`config.mk`:
```
export PLATFORM = sky130hd
export DESIGN_NAME = bus_regs
export DESIGN_NICKNAME = d
export VERILOG_FILES = /design/src/rtl/vid_pkg.sv /design/src/rtl/bus_regs.sv
export VERILOG_INCLUDE_DIRS = /design/src /design/src/rtl
export SDC_FILE = /design/constraint.sdc
export NUM_CORES = 1
export LEC_CHECK = 0
export CAP_MARGIN = 5
export CORE_AREA = 2 2 94 96
export DETAILED_ROUTE_END_ITERATION = 16
export DIE_AREA = 0 0 96 98
export DONT_BUFFER_PORTS = 1
export GPL_ROUTABILITY_DRIVEN = 0
export HOLD_SLACK_MARGIN = 0.03
export PLACE_DENSITY = 0.56
export SYNTH_ARGS = -nofsm -noshare
export SYNTH_HDL_FRONTEND = slang
export SYNTH_SLANG_ARGS = --single-unit
```
`constraint.sdc`:
```
create_clock -name clk -period 2.9 [get_ports clk]
set_clock_uncertainty 0.1 [all_clocks]
set_input_delay 0.435 -clock clk [delete_from_list [all_inputs] [get_ports clk]]
set_output_delay 0.435 -clock clk [all_outputs]
set_load 0.02 [all_outputs]
```
`src/rtl/vid_macros.svh`:
```
// vram size and tiny display timing defines for the video controller

`ifndef VID_MACROS_SVH
`define VID_MACROS_SVH

// vram is word addressed
`define VID_VRAM_AW         10      // 1024 words

// horizontal timing in pixel clocks
`define VID_H_ACTIVE        16
`define VID_H_TOTAL         24
`define VID_H_SYNC_START    18      // hsync high 18..20
`define VID_H_SYNC_END      21

// vertical timing in lines
`define VID_V_ACTIVE        8
`define VID_V_TOTAL         12
`define VID_V_SYNC_START    9       // vsync high on line 9 only
`define VID_V_SYNC_END      10

`define VID_PAL_SIZE        16      // palette entries

`endif

```
`src/rtl/vid_pkg.sv`:
```
// vid_pkg with vector typedefs, register numbers, regs state enum and packed structs

`default_nettype none

`include "vid_macros.svh"

package vid_pkg;

typedef logic [15:0]               word_t;       // vram / register word
typedef logic [`VID_VRAM_AW-1:0]   vram_addr_t;
typedef logic [11:0]               rgb_t;        // red in [11:8]
typedef logic [3:0]                pal_idx_t;
typedef logic [3:0]                reg_num_t;
typedef logic [1:0]                intr_t;       // [0] vblank, [1] software
typedef logic [4:0]                hcount_t;
typedef logic [3:0]                vcount_t;

typedef enum logic [1:0] {
    RS_IDLE,                                     // no vram access pending
    RS_REQ,                                      // req high, waiting for ack
    RS_DONE                                      // req dropped, waiting for ack low
} regs_state_t;

typedef struct packed {
    logic       wr;                              // 1 = write, 0 = read
    vram_addr_t addr;
    word_t      data;
} vram_req_t;

typedef struct packed {
    logic     en;                                // one cycle write strobe
    pal_idx_t idx;
    rgb_t     rgb;
} pal_wr_t;

typedef struct packed {
    logic       en;                              // fetch slot
    vram_addr_t addr;
} fetch_t;

typedef struct packed {
    logic hs;
    logic vs;
    logic de;                                    // display enable
} sync_t;

// cpu register numbers
localparam reg_num_t REG_WR_ADDR = 4'd0;
localparam reg_num_t REG_WR_DATA = 4'd1;
localparam reg_num_t REG_RD_ADDR = 4'd2;
localparam reg_num_t REG_RD_DATA = 4'd3;
localparam reg_num_t REG_INTR    = 4'd4;
localparam reg_num_t REG_PAL     = 4'd5;
localparam reg_num_t REG_STATUS  = 4'd7;

endpackage

`default_nettype wire

```
`src/rtl/bus_regs.sv`:
```
// bus_regs: cpu register decode, byte assembly, interrupt control and vram request FSM

`default_nettype none

module bus_regs (
    input  wire logic                 clk,
    input  wire logic                 reset_i,
    input  wire logic                 bus_cs_n_i,       // chip select, active low
    input  wire logic                 bus_rd_nwr_i,     // 1 = read
    input  wire vid_pkg::reg_num_t    bus_reg_num_i,
    input  wire logic                 bus_bytesel_i,    // 0 = even (high) byte
    input  wire logic [7:0]           bus_data_i,
    output logic      [7:0]           bus_data_o,
    output vid_pkg::vram_req_t        vram_req_o,
    output logic                      req_o,
    input  wire logic                 ack_i,
    input  wire vid_pkg::word_t       rd_data_i,
    output vid_pkg::pal_wr_t          pal_wr_o,
    output vid_pkg::intr_t            intr_mask_o,
    output vid_pkg::intr_t            intr_clear_o,     // one cycle strobe
    output vid_pkg::intr_t            intr_soft_o,      // one cycle strobe
    input  wire vid_pkg::intr_t       intr_status_i
);

import vid_pkg::*;

logic        cs_n_q;        // last chip select sample
logic        start;         // access begins this cycle
logic        commit;        // odd byte write completes a word
logic [7:0]  even_q;        // held even byte
word_t       wr_word;
word_t       rd_word;       // register value for readback
regs_state_t state_q;
logic        busy;
logic        req_wr_q;      // pending access is a write
vram_addr_t  wr_addr_q;
vram_addr_t  rd_addr_q;
word_t       wr_data_q;
word_t       rd_data_q;     // last word read from vram

assign start   = cs_n_q & ~bus_cs_n_i;             // high to low edge
assign commit  = start & ~bus_rd_nwr_i & bus_bytesel_i;
assign wr_word = {even_q, bus_data_i};
assign busy    = (state_q != RS_IDLE);
assign req_o   = (state_q == RS_REQ);

// struct only changes in idle, so it is stable while req is high
assign vram_req_o = '{wr: req_wr_q, addr: (req_wr_q ? wr_addr_q : rd_addr_q), data: wr_data_q};

always_comb begin
    case (bus_reg_num_i)
        REG_RD_DATA: rd_word = rd_data_q;
        REG_INTR:    rd_word = {14'b0, intr_status_i};
        REG_STATUS:  rd_word = {15'b0, busy};
        default:     rd_word = '0;                  // write only regs read 0
    endcase
end

// byte capture and read data, no reset needed
always_ff @(posedge clk) begin
    if (start && !bus_rd_nwr_i && !bus_bytesel_i) begin
        even_q <= bus_data_i;
    end
    if (start && bus_rd_nwr_i) begin
        bus_data_o <= bus_bytesel_i ? rd_word[7:0] : rd_word[15:8];  // held until next read
    end
end

always_ff @(posedge clk) begin
    if (reset_i) begin
        cs_n_q       <= 1'b1;
        state_q      <= RS_IDLE;
        wr_addr_q    <= '0;
        intr_mask_o  <= '0;
        intr_clear_o <= '0;
        intr_soft_o  <= '0;
        pal_wr_o     <= '0;
    end else begin
        cs_n_q       <= bus_cs_n_i;
        intr_clear_o <= '0;
        intr_soft_o  <= '0;
        pal_wr_o.en  <= 1'b0;

        // four phase handshake toward vram_arb
        case (state_q)
            RS_IDLE: begin
                if (commit && (bus_reg_num_i == REG_WR_DATA)) begin
                    wr_data_q <= wr_word;
                    req_wr_q  <= 1'b1;
                    state_q   <= RS_REQ;
                end else if (commit && (bus_reg_num_i == REG_RD_ADDR)) begin
                    rd_addr_q <= vram_addr_t'(wr_word);
                    req_wr_q  <= 1'b0;
                    state_q   <= RS_REQ;
                end
            end
            RS_REQ: begin
                if (ack_i) begin
                    if (req_wr_q) begin
                        wr_addr_q <= wr_addr_q + 1'b1;   // auto increment after write
                    end else begin
                        rd_data_q <= rd_data_i;          // valid while ack high
                    end
                    state_q <= RS_DONE;
                end
            end
            RS_DONE: begin
                if (!ack_i) begin
                    state_q <= RS_IDLE;                  // busy ends here
                end
            end
            default: state_q <= RS_IDLE;
        endcase

        if (commit) begin
            case (bus_reg_num_i)
                REG_WR_ADDR: wr_addr_q <= vram_addr_t'(wr_word);
                REG_INTR: begin
                    intr_mask_o  <= wr_word[1:0];
                    intr_clear_o <= wr_word[9:8];
                    intr_soft_o  <= {wr_word[12], 1'b0};  // software source is bit 1
                end
                REG_PAL:     pal_wr_o <= '{en: 1'b1, idx: wr_word[15:12], rgb: wr_word[11:0]};
                default: ;
            endcase
        end
    end
end

endmodule

`default_nettype wire

```
# After elaboration in Yosys (flattened, before gate mapping)

Index checks and enable logic that the tools add are counted.

Bits in registers: 95
Input port bits: 36
Output and inout bits: 59
Logic and storage cells: 73

$add $sub $neg: 1
Equal/unequal tests: 11
Multiplexer cells: 15
Bitwise logic cells: 10
Reductions and logical operators: 20

Operators with widths:

| kind                    | number |
|---|---|
| $mux W10                | 6 |
| $pmux W16 S3            | 1 |
| $mux W17                | 1 |
| $eq A4 B3 Y1 const B    | 3 |
| $add A10 B1 Y10 const B | 1 |
| $reduce_and A3 Y1       | 3 |
| $eq A4 B2 Y1 const B    | 2 |
| $mux W2                 | 4 |
| $mux W8                 | 1 |
| $reduce_and A4 Y1       | 2 |
| $not A1 Y1              | 7 |
| $pmux W2 S3             | 1 |
| $logic_and A1 B1 Y1     | 5 |
| $eq A4 B1 Y1 const B    | 1 |
| $logic_not A4 Y1        | 1 |
| $reduce_and A2 Y1       | 2 |
| $reduce_bool A2 Y1      | 2 |
| $and A1 B1 Y1           | 3 |
| $ne A3 B3 Y1 const B    | 1 |
| $reduce_or A3 Y1        | 1 |
| $eq A2 B1 Y1 const B    | 1 |
| $eq A2 B2 Y1 const B    | 1 |
| $logic_not A1 Y1        | 2 |
| $logic_not A2 Y1        | 1 |
| 4 further kinds         | 4 |

# Logic depth before layout (Yosys ltp)

Gate-level depths: netlist (run 1).

Word-level depth: 8
Mapped depth: 6
Mapped depth without buffers: 5

# Worst setup path after synthesis (run 1)

No wires, ideal clock.

Path type: register to register
Start point: register req_wr_q
End point: register rd_data_q[0] (enable)
Setup time: 0.409 ns
Arrival: 1.919 ns
Required time: 2.391 ns
Setup slack: 0.471 ns
Cell stages (with the launch flop): 3
Period minus slack after synthesis: 2.429 ns
Cells stage by stage: edfxtp_1 -> clkbuf_1 -> nor3_1

Word-level cells in the longest chain between the ends: 2

Ends and longest elaborated chain:

| element                     | line            | text |
|---|---|---|
| start: declaration          | bus_regs.sv:35  | `logic req_wr_q;` |
| start signal: assignment    | bus_regs.sv:89  | `req_wr_q <= 1'b1;` |
| start signal: assignment    | bus_regs.sv:93  | `req_wr_q <= 1'b0;` |
| $not A1 Y1 (no line)        | n/a             |  |
| $reduce_and A4 Y1 (no line) | n/a             |  |
| end signal: assignment      | bus_regs.sv:102 | `rd_data_q <= rd_data_i;` |
| end: declaration            | bus_regs.sv:39  | `word_t rd_data_q;` |

Every way passes these cells.
A chain may end at the register's enable or synchronous reset.

==> results of run 1 <==
## final cells by class
class / count / area, um2 / area share (%)
clock buffer: 10 / 128 / 3.12
sequential: 94 / 2470 / 60.5
timing repair buffer: 13 / 113 / 2.75
tap: 108 / 135 / 3.31
inverter: 2 / 7.51 / 0.184
multi-input combinational: 167 / 1120 / 27.3
clock inverter: 6 / 116 / 2.85
## flip-flops by register name, summed over array words and instances (netlist names)
register	flops
rd_addr_q	10
intr_mask_o	2
req_wr_q	1
even_q	8
bus_data_o	8
cs_n_q	1
intr_clear_o	2
wr_data_q	16
intr_soft_o	1
pal_wr_o	17
wr_addr_q	10
state_q	2
rd_data_q	16
## worst min path at each step
stage | startpoint | end | slack (ns) | cells past startpoint
2_1_floorplan | even_q[3] | wr_data_q[11] | 0.33 | 0
3_3_place_gp | even_q[3] | wr_data_q[11] | 0.34 | 0
3_5_place_dp | even_q[3] | wr_data_q[11] | 0.33 | 0
4_1_cts | reset_i | wr_addr_q[4] | 0.03 | 1
5_1_grt | reset_i | intr_soft_o[1] | 0.03 | 1
6_report | reset_i | intr_soft_o[1] | 0.06 | 1
## synth_stat cells (2+ instances only)
library cell	instances
nand3_1	5
nor3_1	3
nor2_1	27
and4b_1	2
o22ai_1	3
a21oi_2	10
a211oi_1	10
xnor2_1	4
buf_4	3
buf_2	2
mux2i_1	9
and3_1	3
edfxtp_1	59
nand2b_1	7
xor2_1	5
a21oi_1	8
nand4_1	2
mux2_2	10
nand4b_1	3
nor3b_1	3
and4_1	2
nand2_1	29
nand2_2	10
dfxtp_1	35
clkbuf_1	8
inv_1	2
## critical path, cell delays in order, from the launching register on
cell and delay, ns:
edfxtp_1 0.47, buf_4 0.29, mux2_2 0.43
## cells by family (layout without fill, tap and decap cells)
family / Yosys count / count (layout) / synth area share [%]
AO/OA/AOI/OAI: 34 / 34 / 6.63
XOR/XNOR: 9 / 9 / 2.14
adder cells (fa/ha/maj): 1 / 1 / 0.340
buffers and inverters: 17 / 31 / 2.76
flip-flops: 94 / 94 / 67.2
multiplexers: 19 / 19 / 5.51
other: 1 / 1 / 0.102
AND/OR/NAND/NOR: 103 / 103 / 15.3
## power groups by stage
stage | Clock, mW | Combinational [mW] | Sequential, mW
floorplan | 0 | 0.0392 | 1.47
global placement | 0 | 0.0323 | 1.48
detailed placement | 0 | 0.0330 | 1.48
CTS | 1.06 | 0.0453 | 1.44
global route | 1.12 | 0.0530 | 1.45
finish | 1.04 | 0.0479 | 1.44
## placed cells by master (no fill, tap or decap), types with 2 or more instances in the layout
master         count
nand4b_1           3
and4_1             2
a21oi_1            8
nand2b_1           7
xnor2_1            4
inv_1              2
nor3_1             2
xor2_1             5
a211oi_1          10
nor2_1            27
nand4_1            2
bufinv_16          3
mux2_2            10
a21oi_2           10
buf_4              7
mux2i_1            9
o22ai_1            3
nand2_2           10
nor3b_1            3
and4b_1            2
edfxtp_1          59
nand3_1            5
nand2_1           29
dfxtp_1           35
inv_6              2
dlygate4sd3_1      6
clkbuf_8           9
and3_1             3
## routing by layer
| metal | vias to the layer above | global-route usage [%] | part of all wire [%] |
|---|---|---|---|
| li1 | 1019 | - | - |
| met1 | 1014 | 20.6 | 42 |
| met4 | 0 | 4.84 | 0.73 |
| met2 | 73 | 27.0 | 49 |
| met5 | - | 0 | 0 |
| met3 | 6 | 7.41 | 8.5 |
## repair_timing
action / 4_1_cts / 5_1_grt
hold buffers: 4 / 2
endpoints found under the hold margin: 10 / 3
buffers inserted: 0 / 0
==> run summary, run 1 <==
PLACEMENT
-------------------------------------------------------------------------------
Port Buffer Count ................................................            0
Post-placement worst setup slack .................................     0.968 ns
Placement Cell Area ..............................................     3780 um2
Final HPWL DP ....................................................      4.98 mm
Placed Cells incl. Taps ..........................................          378

GRT
-------------------------------------------------------------------------------
Total overflow reported by the global router .....................            0
Global-route total usage across every layer ......................        16.9%
Initial antenna violation count ..................................            0
Wire length of the first global-routing pass .....................      11.7 mm
Largest net degree at the start of global routing ................           21
Via count of the first global-routing pass .......................         2143

DRT
-------------------------------------------------------------------------------
Number of antenna-violating nets in the routed design ............            0
Overall routed net length ........................................      7.62 mm
DR vias ..........................................................         2112
Detailed-routing iteration count for the pre-antenna-repair pass .            4
Remaining DRCs ...................................................            0
Drt via density ..................................................         5.28
DRC violation total after the first TritonRoute iteration ........           48
Routed wire length per instance ..................................      19.1 um

CRITICAL PATH
-------------------------------------------------------------------------------
Worst endpoint data arrival time .................................      1.55 ns
Length in cells of the worst reg-to-reg path .....................            3
CP Data Required Time ............................................      2.37 ns
Crit path to ..................................................... vram_req_o[24]
Element type at the critical path start ..........................    flip-flop
Launching point of the worst reg2reg path ........................       cs_n_q
Type of the setup path with the least slack ......................      reg2out
Endpoint of the worst register-to-register path .................. wr_addr_q[5]
Crit. Startpoint .................................................     req_wr_q
Maximum fanout along the worst path ..............................           11
CP Capture Type ..................................................  output port
Reg-to-reg slack, setup ..........................................      1.11 ns

YOSYS
-------------------------------------------------------------------------------
Yosys top cell by area ...........................................     edfxtp_1
Sequential-to-total area share from yosys stat ...................        67.2%
Mean Syn Cell Area ...............................................     13.2 um2
Top post-synthesis cells by area ................................. edfxtp_1 (48%), dfxtp_1 (19%), mux2_2 (3.1%), nand2_1 (3.0%), nor2_1 (2.8%)
Flip-flop and latch count after synthesis ........................           94
Count of synthesis-stage warnings from yosys .....................            0
Count of mapped cells out of synthesis ...........................          278
Synthesized net count ............................................          315
Share of the synthesized area in the top cell type ...............        48.2%
Synth cell types .................................................           40
Top flip-flop cell by instance count after synthesis .............     edfxtp_1
Post-synthesis instance area .....................................     3680 um2
Fraction of registers with async set/reset .......................           0%
Number of enable flip-flop cells after synthesis .................           59

TIMING
-------------------------------------------------------------------------------
Worst max-slew margin expressed relative to the limit ............        51.4%
Max Slew Vio Count ...............................................            0
Transition at the pin with the smallest max-transition slack .....     0.727 ns
Final hold vios ..................................................            0
Final setup margin ...............................................     0.815 ns
Final critical-path required period ..............................      2.09 ns
Maximum clock frequency ..........................................      480 MHz
Final setup violating endpoints ..................................            0
Setup repair after global routing missed its margin ..............           no
Aggregate negative setup slack ...................................         0 ns
Fin Hold WS ......................................................    0.0614 ns
Ratio of final minimum period to clock period ....................        71.9%

CLOCK TREE
-------------------------------------------------------------------------------
Number of buffers inserted during clock tree synthesis ...........            9
Quantity of gates resized following cts ..........................            0
CTS tree .........................................................         done
Buffers from clock root to sink, at most .........................            2
Root buffer cell .................................................     clkbuf_8
Clock slew at reported path FFs ..................................      0.10 ns
Clock latency at the later pin of the worst-skew pair ............      0.35 ns
Clock sink total .................................................           94
H-tree lvl count .................................................            3

DIE
-------------------------------------------------------------------------------
Core area ........................................................     8470 um2
Vertical die dimension ...........................................        98 um
I/O pin count ....................................................           95
Die ar. ..........................................................     9410 um2
Cell Rows ........................................................           34
Starting Density .................................................        43.5%
Width of the die .................................................        96 um

RUN STATUS
-------------------------------------------------------------------------------
Status ........................................................... finished, final reports clean

LAYOUT
-------------------------------------------------------------------------------
Fin area .........................................................     4090 um2
Final Instance Count excl. Fillers ...............................          400
Utilization after layout .........................................        48.3%
Share of post-route cells with drive strength above 1 ............        19.9%
Post-layout nets .................................................          324
ANT cells ........................................................            0
Layout area overhead .............................................        11.1%
Layout fillers ...................................................          745

PWR
-------------------------------------------------------------------------------
Total power ......................................................      2.53 mW
Leakage Power ....................................................      1.37 nW
Maximum vdd drop .................................................     0.358 mV
Part of the total power dissipated in combinational logic ........         1.9%
Sequential cell fraction of total power ..........................        57.1%
Pwr per Cell Area ................................................   619 nW/um2
Switch share .....................................................        19.8%
Switching power total ............................................       501 uW
Int Pwr ..........................................................      2.03 mW
Clk pwr share ....................................................        41.0%

HOLD PATH
-------------------------------------------------------------------------------
Worst hold path class ............................................       in2reg

FLOW RUN
-------------------------------------------------------------------------------
Number of maximum-capacitance constraint violations ..............            0

Power figures use the tool's default switching activity.
==> run 2: changes to the inputs <==
- clock period: 2.9 -> 2.1 ns (I/O delays scaled with it)
==> run summary, run 2 (synthesis results as in run 1) <==
CLOCK TREE
----------------------------------------------------------------------------------
CTS tree ............................................................         done
Setup fix buffers added after clock tree synthesis ..................            0   unchanged
Number of buffers inserted during clock tree synthesis ..............            9   unchanged
Buffers from clock root to sink, at most ............................            2   unchanged
Clock sink total ....................................................           94   unchanged
H-tree lvl count ....................................................            3   unchanged
Quantity of gates resized following cts .............................            0   unchanged
Clock slew at reported path FFs .....................................      0.09 ns   about the same
Number of hold buffers added after cts ..............................           28   +24
Root buffer cell ....................................................     clkbuf_8
Clock latency at the later pin of the worst-skew pair ...............      0.35 ns   about the same

DIE
----------------------------------------------------------------------------------
Die ar. .............................................................     9410 um2   unchanged
I/O pin count .......................................................           95   unchanged
Starting Density ....................................................        43.5%   unchanged
Cell Rows ...........................................................           34   unchanged
Core area ...........................................................     8470 um2   unchanged
Vertical die dimension ..............................................        98 um   unchanged
Width of the die ....................................................        96 um   unchanged

PWR
----------------------------------------------------------------------------------
Pwr per Cell Area ...................................................   793 nW/um2   +28%
Leakage Power .......................................................      1.45 nW   +6.1%
Maximum vdd drop ....................................................     0.441 mV   +23%

CRITICAL PATH
----------------------------------------------------------------------------------
Element type at the critical path start .............................    flip-flop
Crit path to ........................................................ vram_req_o[24]
Maximum fanout along the worst path .................................           13   +2
Family of cells with the greatest summed delay on the critical path . multiplexers
Length in cells of the worst reg-to-reg path ........................            4   +1
CP Data Required Time ...............................................      1.68 ns   -0.69 ns
Launching point of the worst reg2reg path ...........................       cs_n_q
List of cells traversed by the critical path ........................ buf_4 > mux2_2
Endpoint of the worst register-to-register path ..................... wr_data_q[10]
CP Buf/Inv Count ....................................................            1   unchanged
Reg-to-reg slack, setup .............................................      0.47 ns   -0.64 ns
Worst endpoint data arrival time ....................................      1.42 ns   -0.13 ns
Type of the setup path with the least slack .........................      reg2out
Delay of the slowest cell on the worst path .........................      0.45 ns   -0.02 ns
CP Capture Type .....................................................  output port
Crit. Startpoint ....................................................     req_wr_q
Instance count on the critical path .................................            2   unchanged
Slowest library cell on the worst path ..............................       mux2_2

PLACEMENT
----------------------------------------------------------------------------------
Post-placement worst setup slack ....................................     0.446 ns   -0.522 ns
Placed Cells incl. Taps .............................................          379   +0.26%
Final HPWL DP .......................................................      4.87 mm   -2.0%
Port Buffer Count ...................................................            0   unchanged

LAYOUT
----------------------------------------------------------------------------------
Most frequent cells in the layout ................................... edfxtp_1 (59), dfxtp_1 (35), nand2_1 (29), nor2_1 (27), dlygate4sd3_1 (27)
Share of post-route cells with drive strength above 1 ...............        19.0%   -0.82 points
Final Instance Count excl. Fillers ..................................          423   +5.8%
Flip-flop count of the largest register after layout ................           17   unchanged
Largest regs ........................................................ pal_wr_o x17, rd_data_q x16, wr_data_q x16
Most common cell after layout, fill and taps aside ..................     edfxtp_1
Post-layout nets ....................................................          347   +7.1%
Largest register by flop count ......................................     pal_wr_o
Layout area overhead ................................................        16.9%
ANT cells ...........................................................            0   unchanged
Utilization after layout ............................................        50.8%   +2.5 points

GRT
----------------------------------------------------------------------------------
Initial antenna violation count .....................................            0   unchanged
Via count of the first global-routing pass ..........................         2208   +3.0%
Largest net degree at the start of global routing ...................           34   +62%
Global-route total usage across every layer .........................        16.5%   -0.35 points
Wire length of the first global-routing pass ........................      11.6 mm   -1.4%
Total overflow reported by the global router ........................            0   unchanged

TIMING
----------------------------------------------------------------------------------
Final setup violating endpoints .....................................            0   unchanged
Worst max-slew margin expressed relative to the limit ...............        55.8%   +4.4 points
Aggregate negative setup slack ......................................         0 ns   unchanged
Setup repair after global routing missed its margin .................           no
Maximum clock frequency .............................................      546 MHz
Fin Hold WS .........................................................    0.0473 ns   -0.0141 ns
Final hold vios .....................................................            0   unchanged
Final critical-path required period .................................      1.83 ns
Final setup margin ..................................................     0.268 ns   -0.547 ns
Ratio of final minimum period to clock period .......................        87.3%
Max Slew Vio Count ..................................................            0   unchanged
Transition at the pin with the smallest max-transition slack ........     0.661 ns   -0.0664 ns

DRT
----------------------------------------------------------------------------------
Drt via density .....................................................         5.21   -1.4%
Overall routed net length ...........................................      7.51 mm   -1.5%
Routed wire length per instance .....................................      17.8 um   -6.8%
Number of antenna-violating nets in the routed design ...............            0   unchanged
Detailed-routing iteration count for the pre-antenna-repair pass ....            4   unchanged
Remaining DRCs ......................................................            0   unchanged
DRC violation total after the first TritonRoute iteration ...........           70   +46%
DR vias .............................................................         2203   +4.3%

RUN STATUS
----------------------------------------------------------------------------------
Status .............................................................. finished, final reports clean

HOLD PATH
----------------------------------------------------------------------------------
Worst hold path class ...............................................       in2reg

FLOW RUN
----------------------------------------------------------------------------------
Number of maximum-capacitance constraint violations .................            0   unchanged

[run 2: layer usage]
layer	track usage, %	share of wire [%]	up-vias	routed length, um
li1	-	-	1073	-
met1	20.2	42	1027	3130
met2	26.0	46	93	3490
met3	6.94	11	10	791
met4	6.04	1.3	0	101
met5	0	0	-	0
[run 2: worst min-delay path by stage]
stage	start	endpoint	cells after the start
final	bus_data_i[6]	wr_addr_q[6]	2
after global routing	bus_data_i[6]	wr_addr_q[6]	2
after CTS	bus_data_i[6]	wr_addr_q[6]	2
after detailed placement	reset_i	pal_wr_o[8]	1
after global placement	reset_i	pal_wr_o[9]	1
after floorplan	bus_data_i[0]	even_q[0]	0
[run 2: power breakdown]
| group | internal [mW] | leakage (nW) | switching [mW] |
|---|---|---|---|
| clock | 0.673 | 0.103 | 0.629 |
| combinational | 0.0586 | 0.534 | 0.0562 |
| sequential | 1.97 | 0.811 | 0.0215 |
[run 2: area by class of cell]
type	count	area, um2
clock buffers	9	124
clock inverters	7	96.3
fillers	725	4160
inverters	2	7.51
multi-input cells	167	1120
flip-flops and latches	94	2470
well taps	108	135
repair buffers	36	350
[run 2: through the flow]
stage	area (um2)	total power [mW]
2_1_floorplan	3680	2.09
3_3_place_gp	3790	2.08
3_5_place_dp	3790	2.08
4_1_cts	4300	3.45
5_1_grt	4300	3.53
6_report	4300	3.41
==> run 3: changes to the inputs <==
- CAP_MARGIN: 5 -> unset
- RECOVER_POWER: unset -> 50
==> run summary, run 3 (synthesis results as in run 1) <==
CLOCK TREE
----------------------------------------------------------------------------------
Root buffer cell ....................................................     clkbuf_8
Clock slew at reported path FFs .....................................      0.09 ns   about the same
Buffers from clock root to sink, at most ............................            2   unchanged
CTS tree ............................................................         done
H-tree lvl count ....................................................            3   unchanged
Quantity of gates resized following cts .............................            0   unchanged
Number of buffers inserted during clock tree synthesis ..............            9   unchanged
Clock latency at the later pin of the worst-skew pair ...............      0.35 ns   about the same
Clock sink total ....................................................           94   unchanged

LAYOUT
----------------------------------------------------------------------------------
Layout area overhead ................................................        16.7%
ANT cells ...........................................................            0   unchanged
Largest regs ........................................................ pal_wr_o x17, rd_data_q x16, wr_data_q x16
Most frequent cells in the layout ................................... edfxtp_1 (59), dfxtp_1 (35), nand2_1 (29), nor2_1 (27), dlygate4sd3_1 (27)
Layout fillers ......................................................          727   +0.28%
Flip-flop count of the largest register after layout ................           17   unchanged
Largest register by flop count ......................................     pal_wr_o
Post-layout nets ....................................................          347   unchanged
Most common cell after layout, fill and taps aside ..................     edfxtp_1
Share of post-route cells with drive strength above 1 ...............        18.1%   -0.95 points
Area taken by flip-flops and latches ................................     2470 um2   unchanged
Multi-input gate area ...............................................     1110 um2   -0.56%

CRITICAL PATH
----------------------------------------------------------------------------------
Maximum fanout along the worst path .................................           13   unchanged
CP Data Required Time ...............................................      1.68 ns   about the same
Reg-to-reg slack, setup .............................................      0.44 ns   -0.03 ns
Slowest library cell on the worst path ..............................       mux2_2
CP Capture Type .....................................................  output port
Type of the setup path with the least slack .........................      reg2out
Delay of the slowest cell on the worst path .........................      0.45 ns   about the same
Element type at the critical path start .............................    flip-flop
CP Buf/Inv Count ....................................................            1   unchanged
Worst endpoint data arrival time ....................................      1.42 ns   about the same
Family of cells with the greatest summed delay on the critical path . multiplexers
List of cells traversed by the critical path ........................ buf_4 > mux2_2

PLACEMENT
----------------------------------------------------------------------------------
Final HPWL DP .......................................................      4.87 mm   unchanged
Post-placement worst setup slack ....................................     0.446 ns   unchanged
Port Buffer Count ...................................................            0   unchanged

DIE
----------------------------------------------------------------------------------
Core area ...........................................................     8470 um2   unchanged
Cell Rows ...........................................................           34   unchanged
Die ar. .............................................................     9410 um2   unchanged
I/O pin count .......................................................           95   unchanged
Starting Density ....................................................        43.5%   unchanged
Vertical die dimension ..............................................        98 um   unchanged
Width of the die ....................................................        96 um   unchanged

GRT
----------------------------------------------------------------------------------
Wire length of the first global-routing pass ........................      11.6 mm   unchanged
Largest net degree at the start of global routing ...................           34   unchanged
Total overflow reported by the global router ........................            0   unchanged
Global-route total usage across every layer .........................        16.5%   unchanged
Initial antenna violation count .....................................            0   unchanged
Via count of the first global-routing pass ..........................         2208   unchanged

TIMING
----------------------------------------------------------------------------------
Setup repair after global routing missed its margin .................           no
Transition at the pin with the smallest max-transition slack ........     0.670 ns   +0.00983 ns
Ratio of final minimum period to clock period .......................        87.3%   about the same
Maximum clock frequency .............................................      546 MHz   about the same
Worst max-slew margin expressed relative to the limit ...............        55.1%   -0.66 points
Final setup margin ..................................................     0.268 ns   +0.0000180 ns
Max Slew Vio Count ..................................................            0   unchanged
Final setup violating endpoints .....................................            0   unchanged
Aggregate negative setup slack ......................................         0 ns   unchanged
Fin Hold WS .........................................................    0.0473 ns   +0.0000185 ns
Final critical-path required period .................................      1.83 ns   -0.0000180 ns
Final hold vios .....................................................            0   unchanged

DRT
----------------------------------------------------------------------------------
DR vias .............................................................         2202   -0.045%
DRC violation total after the first TritonRoute iteration ...........           70   unchanged
Drt via density .....................................................         5.21   about the same
Remaining DRCs ......................................................            0   unchanged
Routed wire length per instance .....................................      17.7 um   about the same
Number of antenna-violating nets in the routed design ...............            0   unchanged
Detailed-routing iteration count for the pre-antenna-repair pass ....            4   unchanged
Overall routed net length ...........................................      7.51 mm   about the same

RUN STATUS
----------------------------------------------------------------------------------
Status .............................................................. finished, final reports clean

PWR
----------------------------------------------------------------------------------
Total power .........................................................      3.41 mW   about the same
Maximum vdd drop ....................................................     0.441 mV   about the same
Leakage Power .......................................................      1.44 nW   -0.23%
Pwr per Cell Area ...................................................   794 nW/um2   +0.20%

FLOW RUN
----------------------------------------------------------------------------------
Number of maximum-capacitance constraint violations .................            0   unchanged

HOLD PATH
----------------------------------------------------------------------------------
Worst hold path class ...............................................       in2reg

==> run 3: layer usage <==
layer / GRT usage, % / wire [um] / vias up / share of wire (%)
met5: 0 / 0 / - / 0
met4: 6.04 / 101 / 0 / 1.3
met3: 6.94 / 795 / 10 / 11
met2: 26.0 / 3480 / 93 / 46
met1: 20.2 / 3130 / 1026 / 42
li1: - / - / 1073 / -
==> run 3: final timing paths <==
path                                     from              to  depth (start not counted)
worst max-delay path                 req_wr_q  vram_req_o[24]                          2
worst min register to register      even_q[3]   wr_data_q[11]                          0
worst min-delay path            bus_data_i[6]    wr_addr_q[6]                          2
worst max register to register         cs_n_q   wr_data_q[10]                          4
==> run 3: what timing repair did <==
item | in CTS | in global routing
hold endpoints to repair | 74 | 0
endpoints found under the setup margin | 0 | 0
hold buffers | 28 | 0
buffers inserted | 0 | 0
==> run 3: where the power goes <==
group,switching [mW],internal (mW),total [mW],leakage [nW]
sequential,0.0215,1.97,1.99,0.811
clock,0.629,0.673,1.30,0.103
combinational,0.0563,0.0575,0.114,0.530
total,0.707,2.70,3.41,1.44
==> run 3: per-stage QoR <==
step	instance area, um2	instances	utilization (%)
5_1_grt	4290	423	50.7
4_1_cts	4300	423	50.8
2_1_floorplan	3680	278	-
3_3_place_gp	3790	379	44.8
6_report	4290	423	50.7
3_5_place_dp	3790	379	44.8
==> run 3: final cells by class <==
class | instances | share of cell area (%)
Clock buffer | 9 | 2.89
Clock inverter | 7 | 2.24
Inverter | 2 | 0.175
Multi-Input combinational cell | 167 | 25.9
Sequential cell | 94 | 57.6
Tap cell | 108 | 3.15
Timing Repair Buffer | 36 | 8.08
